`config.mk`:
```
export PLATFORM = sky130hd
export DESIGN_NAME = decode_stage
export DESIGN_NICKNAME = d
export VERILOG_FILES = /design/src/rv_isa_pkg.sv /design/src/rv_csr_pkg.sv /design/src/csr_file.sv /design/src/decode_stage.sv /design/src/gpr_file.sv /design/src/inst_decoder.sv
export SDC_FILE = /design/constraint.sdc
export NUM_CORES = 2
export LEC_CHECK = 0
export BUFFER_PORTS_ARGS = -buffer_cell sky130_fd_sc_hd__buf_4
export CORE_MARGIN = 5
export CORE_UTILIZATION = 50
export DETAILED_ROUTE_END_ITERATION = 16
export GPL_ROUTABILITY_DRIVEN = 0
export PLACE_DENSITY = 0.67
export RECOVER_POWER = 100
export SLEW_MARGIN = 20
export SYNTH_ARGS = -nofsm -noshare
export SYNTH_HDL_FRONTEND = slang
export SYNTH_SLANG_ARGS = --single-unit
```
`constraint.sdc`:
```
create_clock -name clk -period 3.7 [get_ports clk]
set_input_delay 0.185 -clock clk [delete_from_list [all_inputs] [get_ports clk]]
set_output_delay 0.185 -clock clk [all_outputs]
set_load 0.1 [all_outputs]
```
`src/rv_isa_pkg.sv`:
```
package rv_isa_pkg;

    localparam int xlen       = 32;
    localparam int reg_addr_w = 5;
    localparam int csr_addr_w = 12;
    localparam int gpr_count  = 1 << reg_addr_w;

    localparam int opcode_w = 7;
    localparam int funct3_w = 3;
    localparam int funct7_w = 7;

    // lsb of each instruction field
    localparam int opcode_lsb = 0;
    localparam int rd_lsb     = 7;
    localparam int funct3_lsb = 12;
    localparam int rs1_lsb    = 15;
    localparam int rs2_lsb    = 20;
    localparam int csr_lsb    = 20;  // csr address shares bits with rs2/funct7
    localparam int funct7_lsb = 25;

    // rv32i major opcodes
    typedef enum logic [opcode_w-1:0] {
        opc_lui    = 7'b0110111,
        opc_auipc  = 7'b0010111,
        opc_jal    = 7'b1101111,
        opc_jalr   = 7'b1100111,
        opc_branch = 7'b1100011,
        opc_load   = 7'b0000011,
        opc_store  = 7'b0100011,
        opc_op_imm = 7'b0010011,
        opc_op     = 7'b0110011,
        opc_system = 7'b1110011
    } opcode_e;

    typedef enum logic [2:0] {
        type_r    = 3'd0,
        type_i    = 3'd1,
        type_s    = 3'd2,
        type_b    = 3'd3,
        type_u    = 3'd4,
        type_j    = 3'd5,
        type_none = 3'd7   // unknown opcode
    } inst_type_e;

endpackage

```
`src/rv_csr_pkg.sv`:
```
package rv_csr_pkg;

    // machine-mode csrs kept by this core
    localparam logic [rv_isa_pkg::csr_addr_w-1:0] csr_mstatus_addr = 12'h300;
    localparam logic [rv_isa_pkg::csr_addr_w-1:0] csr_mtvec_addr   = 12'h305;
    localparam logic [rv_isa_pkg::csr_addr_w-1:0] csr_mepc_addr    = 12'h341;
    localparam logic [rv_isa_pkg::csr_addr_w-1:0] csr_mcause_addr  = 12'h342;

    // funct3[1:0] of the zicsr instructions
    typedef enum logic [1:0] {
        csr_none  = 2'b00,
        csr_write = 2'b01,
        csr_set   = 2'b10,
        csr_clear = 2'b11
    } csr_op_e;

endpackage

```
`src/csr_file.sv`:
```
`timescale 1ns/100ps

module csr_file (
    input  logic                              clk,
    input  logic                              rst_n,
    input  logic [rv_isa_pkg::csr_addr_w-1:0] csr_addr,
    input  logic [rv_isa_pkg::funct3_w-1:0]   funct3,
    input  logic [rv_isa_pkg::reg_addr_w-1:0] rs1,
    input  logic [rv_isa_pkg::xlen-1:0]       src1,
    input  logic                              csr_w_en,
    input  logic [rv_isa_pkg::xlen-1:0]       pc,
    input  logic                              is_intr,
    input  logic [rv_isa_pkg::xlen-1:0]       intr_code,
    output logic [rv_isa_pkg::xlen-1:0]       csr_r,
    output logic [rv_isa_pkg::xlen-1:0]       mepc,
    output logic [rv_isa_pkg::xlen-1:0]       mtvec
);

    logic [rv_isa_pkg::xlen-1:0] mstatus;
    logic [rv_isa_pkg::xlen-1:0] mcause;
    logic [rv_isa_pkg::xlen-1:0] operand;
    logic [rv_isa_pkg::xlen-1:0] csr_w;
    logic                        is_imm;
    rv_csr_pkg::csr_op_e         csr_op;

    assign csr_op = rv_csr_pkg::csr_op_e'(funct3[1:0]);
    assign is_imm = funct3[2];  // csrr*i forms

    // rs1 field is the 5-bit zimm for the immediate forms
    assign operand = is_imm ? {{(rv_isa_pkg::xlen-rv_isa_pkg::reg_addr_w){1'b0}}, rs1} : src1;

    always_comb begin
        case (csr_addr)
            rv_csr_pkg::csr_mstatus_addr: csr_r = mstatus;
            rv_csr_pkg::csr_mtvec_addr:   csr_r = mtvec;
            rv_csr_pkg::csr_mepc_addr:    csr_r = mepc;
            rv_csr_pkg::csr_mcause_addr:  csr_r = mcause;
            default:                      csr_r = '0;
        endcase
    end

    always_comb begin
        case (csr_op)
            rv_csr_pkg::csr_write: csr_w = operand;
            rv_csr_pkg::csr_set:   csr_w = csr_r | operand;
            rv_csr_pkg::csr_clear: csr_w = csr_r & ~operand;
            default:               csr_w = csr_r;
        endcase
    end

    always_ff @(posedge clk or negedge rst_n) begin
        if (!rst_n) begin
            mstatus <= '0;
            mtvec   <= '0;
            mepc    <= '0;
            mcause  <= '0;
        end else if (is_intr) begin
            // trap wins over the instruction's write
            mepc   <= pc;
            mcause <= intr_code;
        end else if (csr_w_en) begin
            case (csr_addr)
                rv_csr_pkg::csr_mstatus_addr: mstatus <= csr_w;
                rv_csr_pkg::csr_mtvec_addr:   mtvec   <= csr_w;
                rv_csr_pkg::csr_mepc_addr:    mepc    <= csr_w;
                rv_csr_pkg::csr_mcause_addr:  mcause  <= csr_w;
                default: ;  // unknown address, dropped
            endcase
        end
    end

endmodule

```
`src/decode_stage.sv`:
```
`timescale 1ns/100ps

module decode_stage (
    input  logic                            clk,
    input  logic                            rst_n,
    input  logic [rv_isa_pkg::xlen-1:0]     inst,
    input  logic [rv_isa_pkg::xlen-1:0]     pc,
    input  logic [rv_isa_pkg::xlen-1:0]     srd,
    input  logic                            gpr_w_en,
    input  logic                            csr_w_en,
    input  logic                            is_intr,
    input  logic [rv_isa_pkg::xlen-1:0]     intr_code,
    output rv_isa_pkg::inst_type_e          inst_type,
    output logic [rv_isa_pkg::xlen-1:0]     imm,
    output logic [rv_isa_pkg::opcode_w-1:0] opcode,
    output logic [rv_isa_pkg::funct3_w-1:0] funct3,
    output logic [rv_isa_pkg::funct7_w-1:0] funct7,
    output logic [rv_isa_pkg::xlen-1:0]     src1,
    output logic [rv_isa_pkg::xlen-1:0]     src2,
    output logic [rv_isa_pkg::xlen-1:0]     csr_r,
    output logic [rv_isa_pkg::xlen-1:0]     mepc,
    output logic [rv_isa_pkg::xlen-1:0]     mtvec
);

    logic [rv_isa_pkg::reg_addr_w-1:0] rd;
    logic [rv_isa_pkg::reg_addr_w-1:0] rs1;
    logic [rv_isa_pkg::reg_addr_w-1:0] rs2;
    logic [rv_isa_pkg::csr_addr_w-1:0] csr_addr;

    inst_decoder inst_decoder_i (
        .inst     (inst),
        .inst_type(inst_type),
        .imm      (imm),
        .opcode   (opcode),
        .funct3   (funct3),
        .funct7   (funct7),
        .rd       (rd),
        .rs1      (rs1),
        .rs2      (rs2),
        .csr_addr (csr_addr)
    );

    gpr_file gpr_file_i (
        .clk     (clk),
        .rst_n   (rst_n),
        .rs1     (rs1),
        .rs2     (rs2),
        .rd      (rd),
        .srd     (srd),
        .gpr_w_en(gpr_w_en),
        .src1    (src1),
        .src2    (src2)
    );

    // src1 doubles as the csr register operand
    csr_file csr_file_i (
        .clk      (clk),
        .rst_n    (rst_n),
        .csr_addr (csr_addr),
        .funct3   (funct3),
        .rs1      (rs1),
        .src1     (src1),
        .csr_w_en (csr_w_en),
        .pc       (pc),
        .is_intr  (is_intr),
        .intr_code(intr_code),
        .csr_r    (csr_r),
        .mepc     (mepc),
        .mtvec    (mtvec)
    );

endmodule

```
`src/gpr_file.sv`:
```
`timescale 1ns/100ps

module gpr_file (
    input  logic                              clk,
    input  logic                              rst_n,
    input  logic [rv_isa_pkg::reg_addr_w-1:0] rs1,
    input  logic [rv_isa_pkg::reg_addr_w-1:0] rs2,
    input  logic [rv_isa_pkg::reg_addr_w-1:0] rd,
    input  logic [rv_isa_pkg::xlen-1:0]       srd,
    input  logic                              gpr_w_en,
    output logic [rv_isa_pkg::xlen-1:0]       src1,
    output logic [rv_isa_pkg::xlen-1:0]       src2
);

    // x0 has no storage
    logic [rv_isa_pkg::xlen-1:0] regs [1:rv_isa_pkg::gpr_count-1];

    always_ff @(posedge clk or negedge rst_n) begin
        if (!rst_n) begin
            for (int i = 1; i < rv_isa_pkg::gpr_count; i++) begin
                regs[i] <= '0;
            end
        end else if (gpr_w_en && rd != '0) begin
            regs[rd] <= srd;
        end
    end

    // no bypass, a write shows up the cycle after
    always_comb begin
        if (rs1 == '0) begin
            src1 = '0;
        end else begin
            src1 = regs[rs1];
        end
    end

    always_comb begin
        if (rs2 == '0) begin
            src2 = '0;
        end else begin
            src2 = regs[rs2];
        end
    end

endmodule

```
`src/inst_decoder.sv`:
```
`timescale 1ns/100ps

module inst_decoder (
    input  logic [rv_isa_pkg::xlen-1:0]       inst,
    output rv_isa_pkg::inst_type_e            inst_type,
    output logic [rv_isa_pkg::xlen-1:0]       imm,
    output logic [rv_isa_pkg::opcode_w-1:0]   opcode,
    output logic [rv_isa_pkg::funct3_w-1:0]   funct3,
    output logic [rv_isa_pkg::funct7_w-1:0]   funct7,
    output logic [rv_isa_pkg::reg_addr_w-1:0] rd,
    output logic [rv_isa_pkg::reg_addr_w-1:0] rs1,
    output logic [rv_isa_pkg::reg_addr_w-1:0] rs2,
    output logic [rv_isa_pkg::csr_addr_w-1:0] csr_addr
);

    rv_isa_pkg::opcode_e opc;

    assign opcode   = inst[rv_isa_pkg::opcode_lsb +: rv_isa_pkg::opcode_w];
    assign rd       = inst[rv_isa_pkg::rd_lsb     +: rv_isa_pkg::reg_addr_w];
    assign funct3   = inst[rv_isa_pkg::funct3_lsb +: rv_isa_pkg::funct3_w];
    assign rs1      = inst[rv_isa_pkg::rs1_lsb    +: rv_isa_pkg::reg_addr_w];
    assign rs2      = inst[rv_isa_pkg::rs2_lsb    +: rv_isa_pkg::reg_addr_w];
    assign funct7   = inst[rv_isa_pkg::funct7_lsb +: rv_isa_pkg::funct7_w];
    assign csr_addr = inst[rv_isa_pkg::csr_lsb    +: rv_isa_pkg::csr_addr_w];

    assign opc = rv_isa_pkg::opcode_e'(opcode);

    // format from major opcode
    always_comb begin
        case (opc)
            rv_isa_pkg::opc_lui,
            rv_isa_pkg::opc_auipc:  inst_type = rv_isa_pkg::type_u;
            rv_isa_pkg::opc_jal:    inst_type = rv_isa_pkg::type_j;
            rv_isa_pkg::opc_jalr,
            rv_isa_pkg::opc_load,
            rv_isa_pkg::opc_op_imm,
            rv_isa_pkg::opc_system: inst_type = rv_isa_pkg::type_i;
            rv_isa_pkg::opc_branch: inst_type = rv_isa_pkg::type_b;
            rv_isa_pkg::opc_store:  inst_type = rv_isa_pkg::type_s;
            rv_isa_pkg::opc_op:     inst_type = rv_isa_pkg::type_r;
            default:                inst_type = rv_isa_pkg::type_none;
        endcase
    end

    // immediate, sign bit is always inst[31]
    always_comb begin
        case (inst_type)
            rv_isa_pkg::type_i: begin
                imm = {{20{inst[31]}}, inst[31:20]};
            end
            rv_isa_pkg::type_s: begin
                imm = {{20{inst[31]}}, inst[31:25], inst[11:7]};
            end
            rv_isa_pkg::type_b: begin
                imm = {{19{inst[31]}}, inst[31], inst[7], inst[30:25], inst[11:8], 1'b0};
            end
            rv_isa_pkg::type_u: begin
                imm = {inst[31:12], 12'b0};
            end
            rv_isa_pkg::type_j: begin
                imm = {{11{inst[31]}}, inst[31], inst[19:12], inst[20], inst[30:21], 1'b0};
            end
            default: begin
                imm = '0;  // r format and unknown opcodes
            end
        endcase
    end

endmodule

```
Yosys cells after proc, flatten, opt, wreduce, memory -nomap -nowiden
Cells that the tools add are included.
{"block": "word_totals", "reg_bits": 1120, "input_bits": 133, "output_inout_bits": 212, "wordCells": 104}
{"block": "op_classes", "n_lt_le_gt_ge": 4, "eq_ne": 22, "muxes": 22, "n_bitwise": 7, "n_reduce_logical": 14}
{"operator": "992-bit bitwise mux", "count": 1}
{"operator": "32-bit two-way mux", "count": 14}
{"operator": "32-bit binary-select mux with 5-bit select", "count": 2}
{"operator": "32-bit demux with 5-bit select", "count": 1}
{"operator": "32-bit one-hot mux with 5 select lines", "count": 1}
{"operator": "32-bit one-hot mux with 4 select lines", "count": 1}
{"operator": "32-bit one-hot mux with 3 select lines", "count": 1}
{"operator": "12-bit by 10-bit == test with 1-bit output (second input constant)", "count": 4}
{"operator": "32-bit bitwise AND", "count": 1}
{"operator": "32-bit inverter", "count": 1}
{"operator": "32-bit bitwise OR", "count": 1}
{"operator": "7-bit == test (second input constant)", "count": 4}
{"operator": "7-bit by 6-bit == test with 1-bit output (second input constant)", "count": 3}
{"operator": "6-bit greater-or-equal comparator (second input constant)", "count": 3}
{"operator": "5-bit inverter with 6-bit output", "count": 3}
{"operator": "3-bit one-hot mux with 6 select lines", "count": 1}
{"operator": "7-bit by 5-bit == test with 1-bit output (second input constant)", "count": 2}
{"operator": "5-bit logical NOT", "count": 2}
{"operator": "7-bit by 2-bit == test with 1-bit output (second input constant)", "count": 1}
{"operator": "3-bit by 2-bit == test with 1-bit output (second input constant)", "count": 2}
{"operator": "3-bit == test (second input constant)", "count": 2}
{"operator": "6-bit by 1-bit less-than comparator with 1-bit output (second input constant)", "count": 1}
{"operator": "3-bit AND reduction", "count": 2}
{"operator": "2-bit nonzero test", "count": 3}
{"operator": "other kinds (9)", "count": 12}

Logic depth before layout (Yosys ltp)
{"block": "logic_depth", "word_depth": 12, "mapped_depth": 12, "ltp_nobuf": 7}

Modules after synthesis
A second synthesis with hierarchy kept.
{"block": "hier_totals", "hier_cells": 5098, "area_unflattened_um2": 61930.6}
{"module": "gpr_file", "n_inst": 1, "cells_each": 4066, "area_per_inst_um2": 53385.0}
{"module": "csr_file", "n_inst": 1, "cells_each": 873, "area_per_inst_um2": 7512.2}
{"module": "inst_decoder", "n_inst": 1, "cells_each": 159, "area_per_inst_um2": 1033.5}

Worst setup path before layout
No wires, ideal clock.
{"block": "synth_path", "kind": "input to register", "from": "in inst[16] in the netlist's numbering", "to": "reg csr_file_i.mepc[0] in the netlist's numbering", "setup_ns": 0.124, "t_arrival_ns": 4.285, "required_ns": 3.576, "slack_ns": -0.709, "path_stages": 10, "n_path_buf": 4, "cell_sequence": "buf_4 buf_6 buf_6 buf_4 nand2_1 o221ai_1 o22ai_1 a211oi_1 o31ai_1 o31a_1"}
{"block": "synth_via", "elab_chain_cells": 12, "word_cells_on_any_way": 14}
{"item": "from (decl)", "line_no": "decode_stage.sv:6", "rtl": "input logic [rv_isa_pkg::xlen-1:0] inst,"}
{"item": "5-bit inverter with 6-bit output (implied by the code)", "line_no": "gpr_file.sv:33", "rtl": "src1 = regs[rs1];"}
{"item": "32-bit binary-select mux with 5-bit select", "line_no": "gpr_file.sv:33"}
{"item": "32-bit two-way mux (implied by the code) (2 in a row)", "line_no": "gpr_file.sv:33"}
{"item": "32-bit two-way mux (*)", "line_no": "gpr_file.sv:30", "rtl": "if (rs1 == '0) begin"}
{"item": "via src1, one bit", "line_no": "decode_stage.sv:18", "rtl": "output logic [rv_isa_pkg::xlen-1:0] src1,"}
{"item": "32-bit two-way mux (*)", "line_no": "csr_file.sv:30", "rtl": "assign operand = is_imm ? {{(rv_isa_pkg::xlen-rv_isa_pkg::reg_addr_w){1'b0}}, rs1} : src1;"}
{"item": "32-bit inverter", "line_no": "csr_file.sv:46", "rtl": "rv_csr_pkg::csr_clear: csr_w = csr_r & ~operand;"}
{"item": "32-bit bitwise AND", "line_no": "csr_file.sv:46"}
{"item": "32-bit one-hot mux with 3 select lines (*)", "line_no": "csr_file.sv:43", "rtl": "case (csr_op)"}
{"item": "32-bit two-way mux (*)", "line_no": "csr_file.sv:62", "rtl": "case (csr_addr)"}
{"item": "32-bit two-way mux (*)", "line_no": "csr_file.sv:61", "rtl": "end else if (csr_w_en) begin"}
{"item": "32-bit two-way mux (*)", "line_no": "csr_file.sv:57", "rtl": "end else if (is_intr) begin"}
{"item": "to (signal assigned)", "line_no": "csr_file.sv:59", "rtl": "mepc <= pc;"}
{"item": "to (signal assigned)", "line_no": "csr_file.sv:65", "rtl": "rv_csr_pkg::csr_mepc_addr: mepc <= csr_w;"}
{"item": "to (decl)", "line_no": "csr_file.sv:15", "rtl": "output logic [rv_isa_pkg::xlen-1:0] mepc,"}
Mark *: on every way through the listed nets, which the timed path passes. The rest lies on a longest branch. The select of a mux whose other input is x is not followed.
A chain may end at the register's enable or synchronous reset.

Worst setup path after layout
{"block": "layout_path", "from": "in inst[7] in the netlist's numbering", "to": "reg gpr_file_i.regs[180] in the netlist's numbering"}
{"block": "layout_via", "elab_chain_cells": 6, "word_cells_on_any_way": 9}
{"item": "5-bit inverter with 6-bit output (implied by the code)", "line_no": "gpr_file.sv:24", "rtl": "regs[rd] <= srd;"}
{"item": "6-bit greater-or-equal comparator (implied by the code) / 6-bit by 1-bit less-than comparator with 1-bit output (equally long branches)", "line_no": "gpr_file.sv:24"}
{"item": "1-bit logical AND (implied by the code)", "line_no": "gpr_file.sv:24"}
{"item": "32-bit two-way mux (implied by the code)", "line_no": "gpr_file.sv:24"}
{"item": "32-bit demux with 5-bit select", "line_no": "gpr_file.sv:24"}
{"item": "992-bit bitwise mux", "line_no": "gpr_file.sv:24"}
{"item": "to (signal, indexed assignment)", "line_no": "gpr_file.sv:24"}
{"item": "to (decl)", "line_no": "gpr_file.sv:16", "rtl": "logic [rv_isa_pkg::xlen-1:0] regs [1:rv_isa_pkg::gpr_count-1];"}
Several ways; a longest one is shown, not always the timed one.

==> reports/metrics.csv <==
stage;metric;value;unit
worst_setup_path;worst setup path class;input port to register;
global_routing;total grt overflow;0;
synthesis;main combinational cell family by area after synthesis;multiplexers;
timing;Final min period;3.63;ns
worst_setup_path;crit-path max cell delay;2.08;ns
routing;Vias per Instance;6.65;
cts;Longest Clk Path Bufs;3;
timing;final setup violating endpoints;0;
global_routing;GRT Overall Usage;30.7;%
cts;post-CTS repair timing setup buffer count;0;
timing;Worst Max-Slew Pin Slew;2.99;ns
worst_setup_path;Startpoint Class;input port;
floorplan;die area;131000;µm²
worst_setup_path;CP endpoint kind;register;
routing;Pre-antenna DRT Iters;6;
synthesis;Cell variety after synth;75;
synthesis;register area share after synthesis;45.3;%
cts;CTS Root Buffer Type;clkbuf_16;
placement;DP Worst Slack;0.300;ns
synthesis;Net Count, Synth;4686;
run_status;status;finished with violations;
finish;multi-input logic area;31500;µm²
power;P_sw;0.0112;W
power;P_int;0.0265;W
synthesis;Post-Synth XOR/XNOR Area;0.0142;%
global_routing;vias in the first global route;44900;
worst_setup_path;Crit path buffers/inverters;2;
routing;Post-Route WL;204000;µm
power;Final Power;0.0377;W
synthesis;Post-Syn Area;61800;µm²
global_routing;initial antenna violation count;7;
synthesis;Post-Synthesis Cells;4553;
synthesis;top_reg_cell synth;dfrtp_1;
global_routing;pin count of the biggest net entering global routing;85;
cts;Clock Pin Slew Worst Setup and Hold Paths;0.06;ns
floorplan;Die Span X;362;µm
timing;Final Hold Viols;0;
placement;post-DP HPWL;130000;µm
synthesis;Post-Synth Simple-Gate Area;4.85;%
routing;via count;43800;
worst_setup_path;Critical Path RT;4.29;ns
finish;sequential cell area;28000;µm²
floorplan;core area;123000;µm²
synthesis;area leader, netlist;dfrtp_1;
power;Static Leak;31.4;nW
finish;Final #Nets;4969;
timing;RSZ-0062 raised after global routing;no;
synthesis;Synth Warn #;0;
timing;Peak Freq;276;MHz
run_status;failing checks;capacitance limit, slew limit;
synthesis;mean area per synthesized cell;13.6;µm²
worst_setup_path;Worst EP arrival;4.22;ns
cts;number of CTS-inserted buffers;119;
synthesis;post-synthesis mux area share;38.1;%
timing;Rel. slew slack;-99.2;%
timing;fin crit share;98.1;%
power;PwrDens;531;nW/µm²
worst_setup_path;worst-path fanout max;13;
routing;ANT nets after route;0;
timing;Clock Skews;0.0244;ns
timing;Slew Limit Fails;739;
floorplan;Top Ports;345;
finish;layout cell share with drive strength beyond 1;44.5;%
routing;1st-iter DRT viols;4129;
power;Switching Share;29.8;%
routing;drt wl/cell;31.1;µm
floorplan;starting density of the core;50.1;%
timing;Min Hold Slack;0.121;ns
global_routing;first-pass GRT wire length;304000;µm
power;Worst VDD drop;0.416;mV
synthesis;post-synthesis compound-gate area fraction;7.97;%
placement;PortBufs;344;
min_path;worst hold path class;input port to register;
power;Reg power frac;42.6;%
floorplan;row count;129;
cts;CTS sink cnt;1120;
synthesis;top-area cell type share of the netlist area;45.3;%
floorplan;height of the die;362;µm
cts;CTS HTree Levels;3;
cts;CTS tree;yes;
run;number of max-cap violations;29;
finish;area delta synth->final;14.8;%
timing;final setup margin;0.0716;ns
synthesis;number of synthesized flops with an enable pin;0;
synthesis;Synth Register Bits;1120;
worst_setup_path;CP max-delay cell;nor2_1;
worst_setup_path;CP cell instances;clkbuf_1, nand2b_1, nor2_1, clkbuf_2, mux2_2;
cts;worst-skew pair later-pin latency;0.72;ns
synthesis;Post-synth ARST share;100;%
synthesis;largest cells by area after synthesis;dfrtp_1, mux2_2, mux4_2, mux2i_1, clkbuf_1;
power;Clock power frac;34.3;%
worst_setup_path;Worst path top cell family by delay;simple AND/OR/NAND/NOR gates;
timing;Fin Setup TNS;0;ns
finish;# fillers;10100;
routing;DRC Markers;0;
power;Comb power frac;23.1;%
synthesis;Synth Area in Adders;0;%
layer usage:
metal	track usage [%]	part of all wire, %	vias up	wire length, µm
met5	0	0.013	-	27
met4	11.0	4.0	4	8240
met3	5.74	8.6	468	17500
met2	48.3	46	2065	93900
met1	43.2	41	23200	84700
li1	-	-	18000	-
cell usage in the layout, fill, tap and decap left out, drive strengths merged, types with 11 or more instances in the layout:
master,count
o22ai,33
clkinv,30
a221oi,36
a21oi,174
inv,45
mux2i,146
nand2,119
o311a,27
nor2b,14
mux2,1192
buf,309
dlygate4sd3,100
a222oi,27
o21ai,66
nor2,173
a2111oi,35
a21o,75
bufinv,15
nor4b,31
dfrtp,1120
nor4,33
mux4,385
nand2b,65
a211oi,32
a311oi,27
nor3,11
a22o,34
a22oi,67
clkbuf,403
and2,19
cell families (layout without fill, tap and decap cells):
logic type | Yosys count | after routing
muxes | 1723 | 1723
DFF | 1120 | 1120
AOI/OAI and AO/OA | 675 | 675
buffers and inverters | 527 | 911
and+or+nand+nor | 507 | 507
xor gates and xnor gates | 1 | 1
other | 0 | 5
path summary, 6_finish.rpt:
path	cells after the start	endpoint	start	slack, ns
max	5	gpr_file_i.regs[180]	inst[7]	0.07
min	3	csr_file_i.mepc[4]	is_intr	0.12
max reg2reg	8	csr_file_i.mepc[3]	gpr_file_i.regs[771]	0.36
min reg2reg	2	csr_file_i.mstatus[4]	csr_file_i.mstatus[4]	0.48
max in group asynchronous	3	gpr_file_i.regs[321]	rst_n	0.55
min in group asynchronous	2	csr_file_i.mtvec[16]	rst_n	0.96
power groups by stage:
stage	registers (W)	clock network (W)	logic, W
final	0.0160	0.0129	0.00869
after global routing	0.0163	0.0136	0.00922
after CTS	0.0160	0.0131	0.00883
after detailed placement	0.0162	0	0.00870
after global placement	0.0161	0	0.00857
after floorplan	0.0159	0	0.00644
synthesized netlist by cell type (58+ instances only):
cell,number
buf_1,77
mux4_2,385
mux2_2,1117
a21oi_1,174
clkbuf_1,294
buf_2,66
nand2b_1,65
nor2_1,173
mux2_1,75
nand2_1,118
o21ai_0,58
a21o_1,75
a22oi_1,67
dfrtp_1,1120
mux2i_1,146
repair_timing:
action,CTS,global route
hold buffers,100,0
gates resized for setup,0,0
hold endpoints to repair,1092,0
metrics by stage:
stage | instances | cell area, µm² | util [%]
5_1_grt | 6576 | 70900 | 57.5
3_5_place_dp | 6252 | 66800 | 54.2
3_3_place_gp | 6252 | 66800 | 54.2
2_1_floorplan | 4553 | 62000 | -
4_1_cts | 6574 | 72000 | 58.4
6_report | 6579 | 70900 | 57.5
worst register-to-register path, delay by kind of cell (launching register included):
kind / cells / cell delay [ns]
AO/OA/AOI/OAI: 5 / 1.54
buffers and inverters: 1 / 0.59
flip-flops: 1 / 0.39
multiplexers: 2 / 0.76
area by class of cell:
cell class | count | share of cell area [%]
Multi-Input combinational cell | 2906 | 44.4
Sequential cell | 1120 | 39.5
Timing Repair Buffer | 647 | 6.95
Clock buffer | 165 | 4.98
Tap cell | 1637 | 2.89
Clock inverter | 57 | 1.01
Inverter | 42 | 0.222
Antenna cell | 5 | 0.0176
state kept, by name, indices dropped and copies added, names as in the netlist:
name and flops:
csr_file_i.mcause 32, csr_file_i.mepc 32, csr_file_i.mstatus 32, csr_file_i.mtvec 32, gpr_file_i.regs 992
No activity file was read; power rests on OpenSTA's default activity.
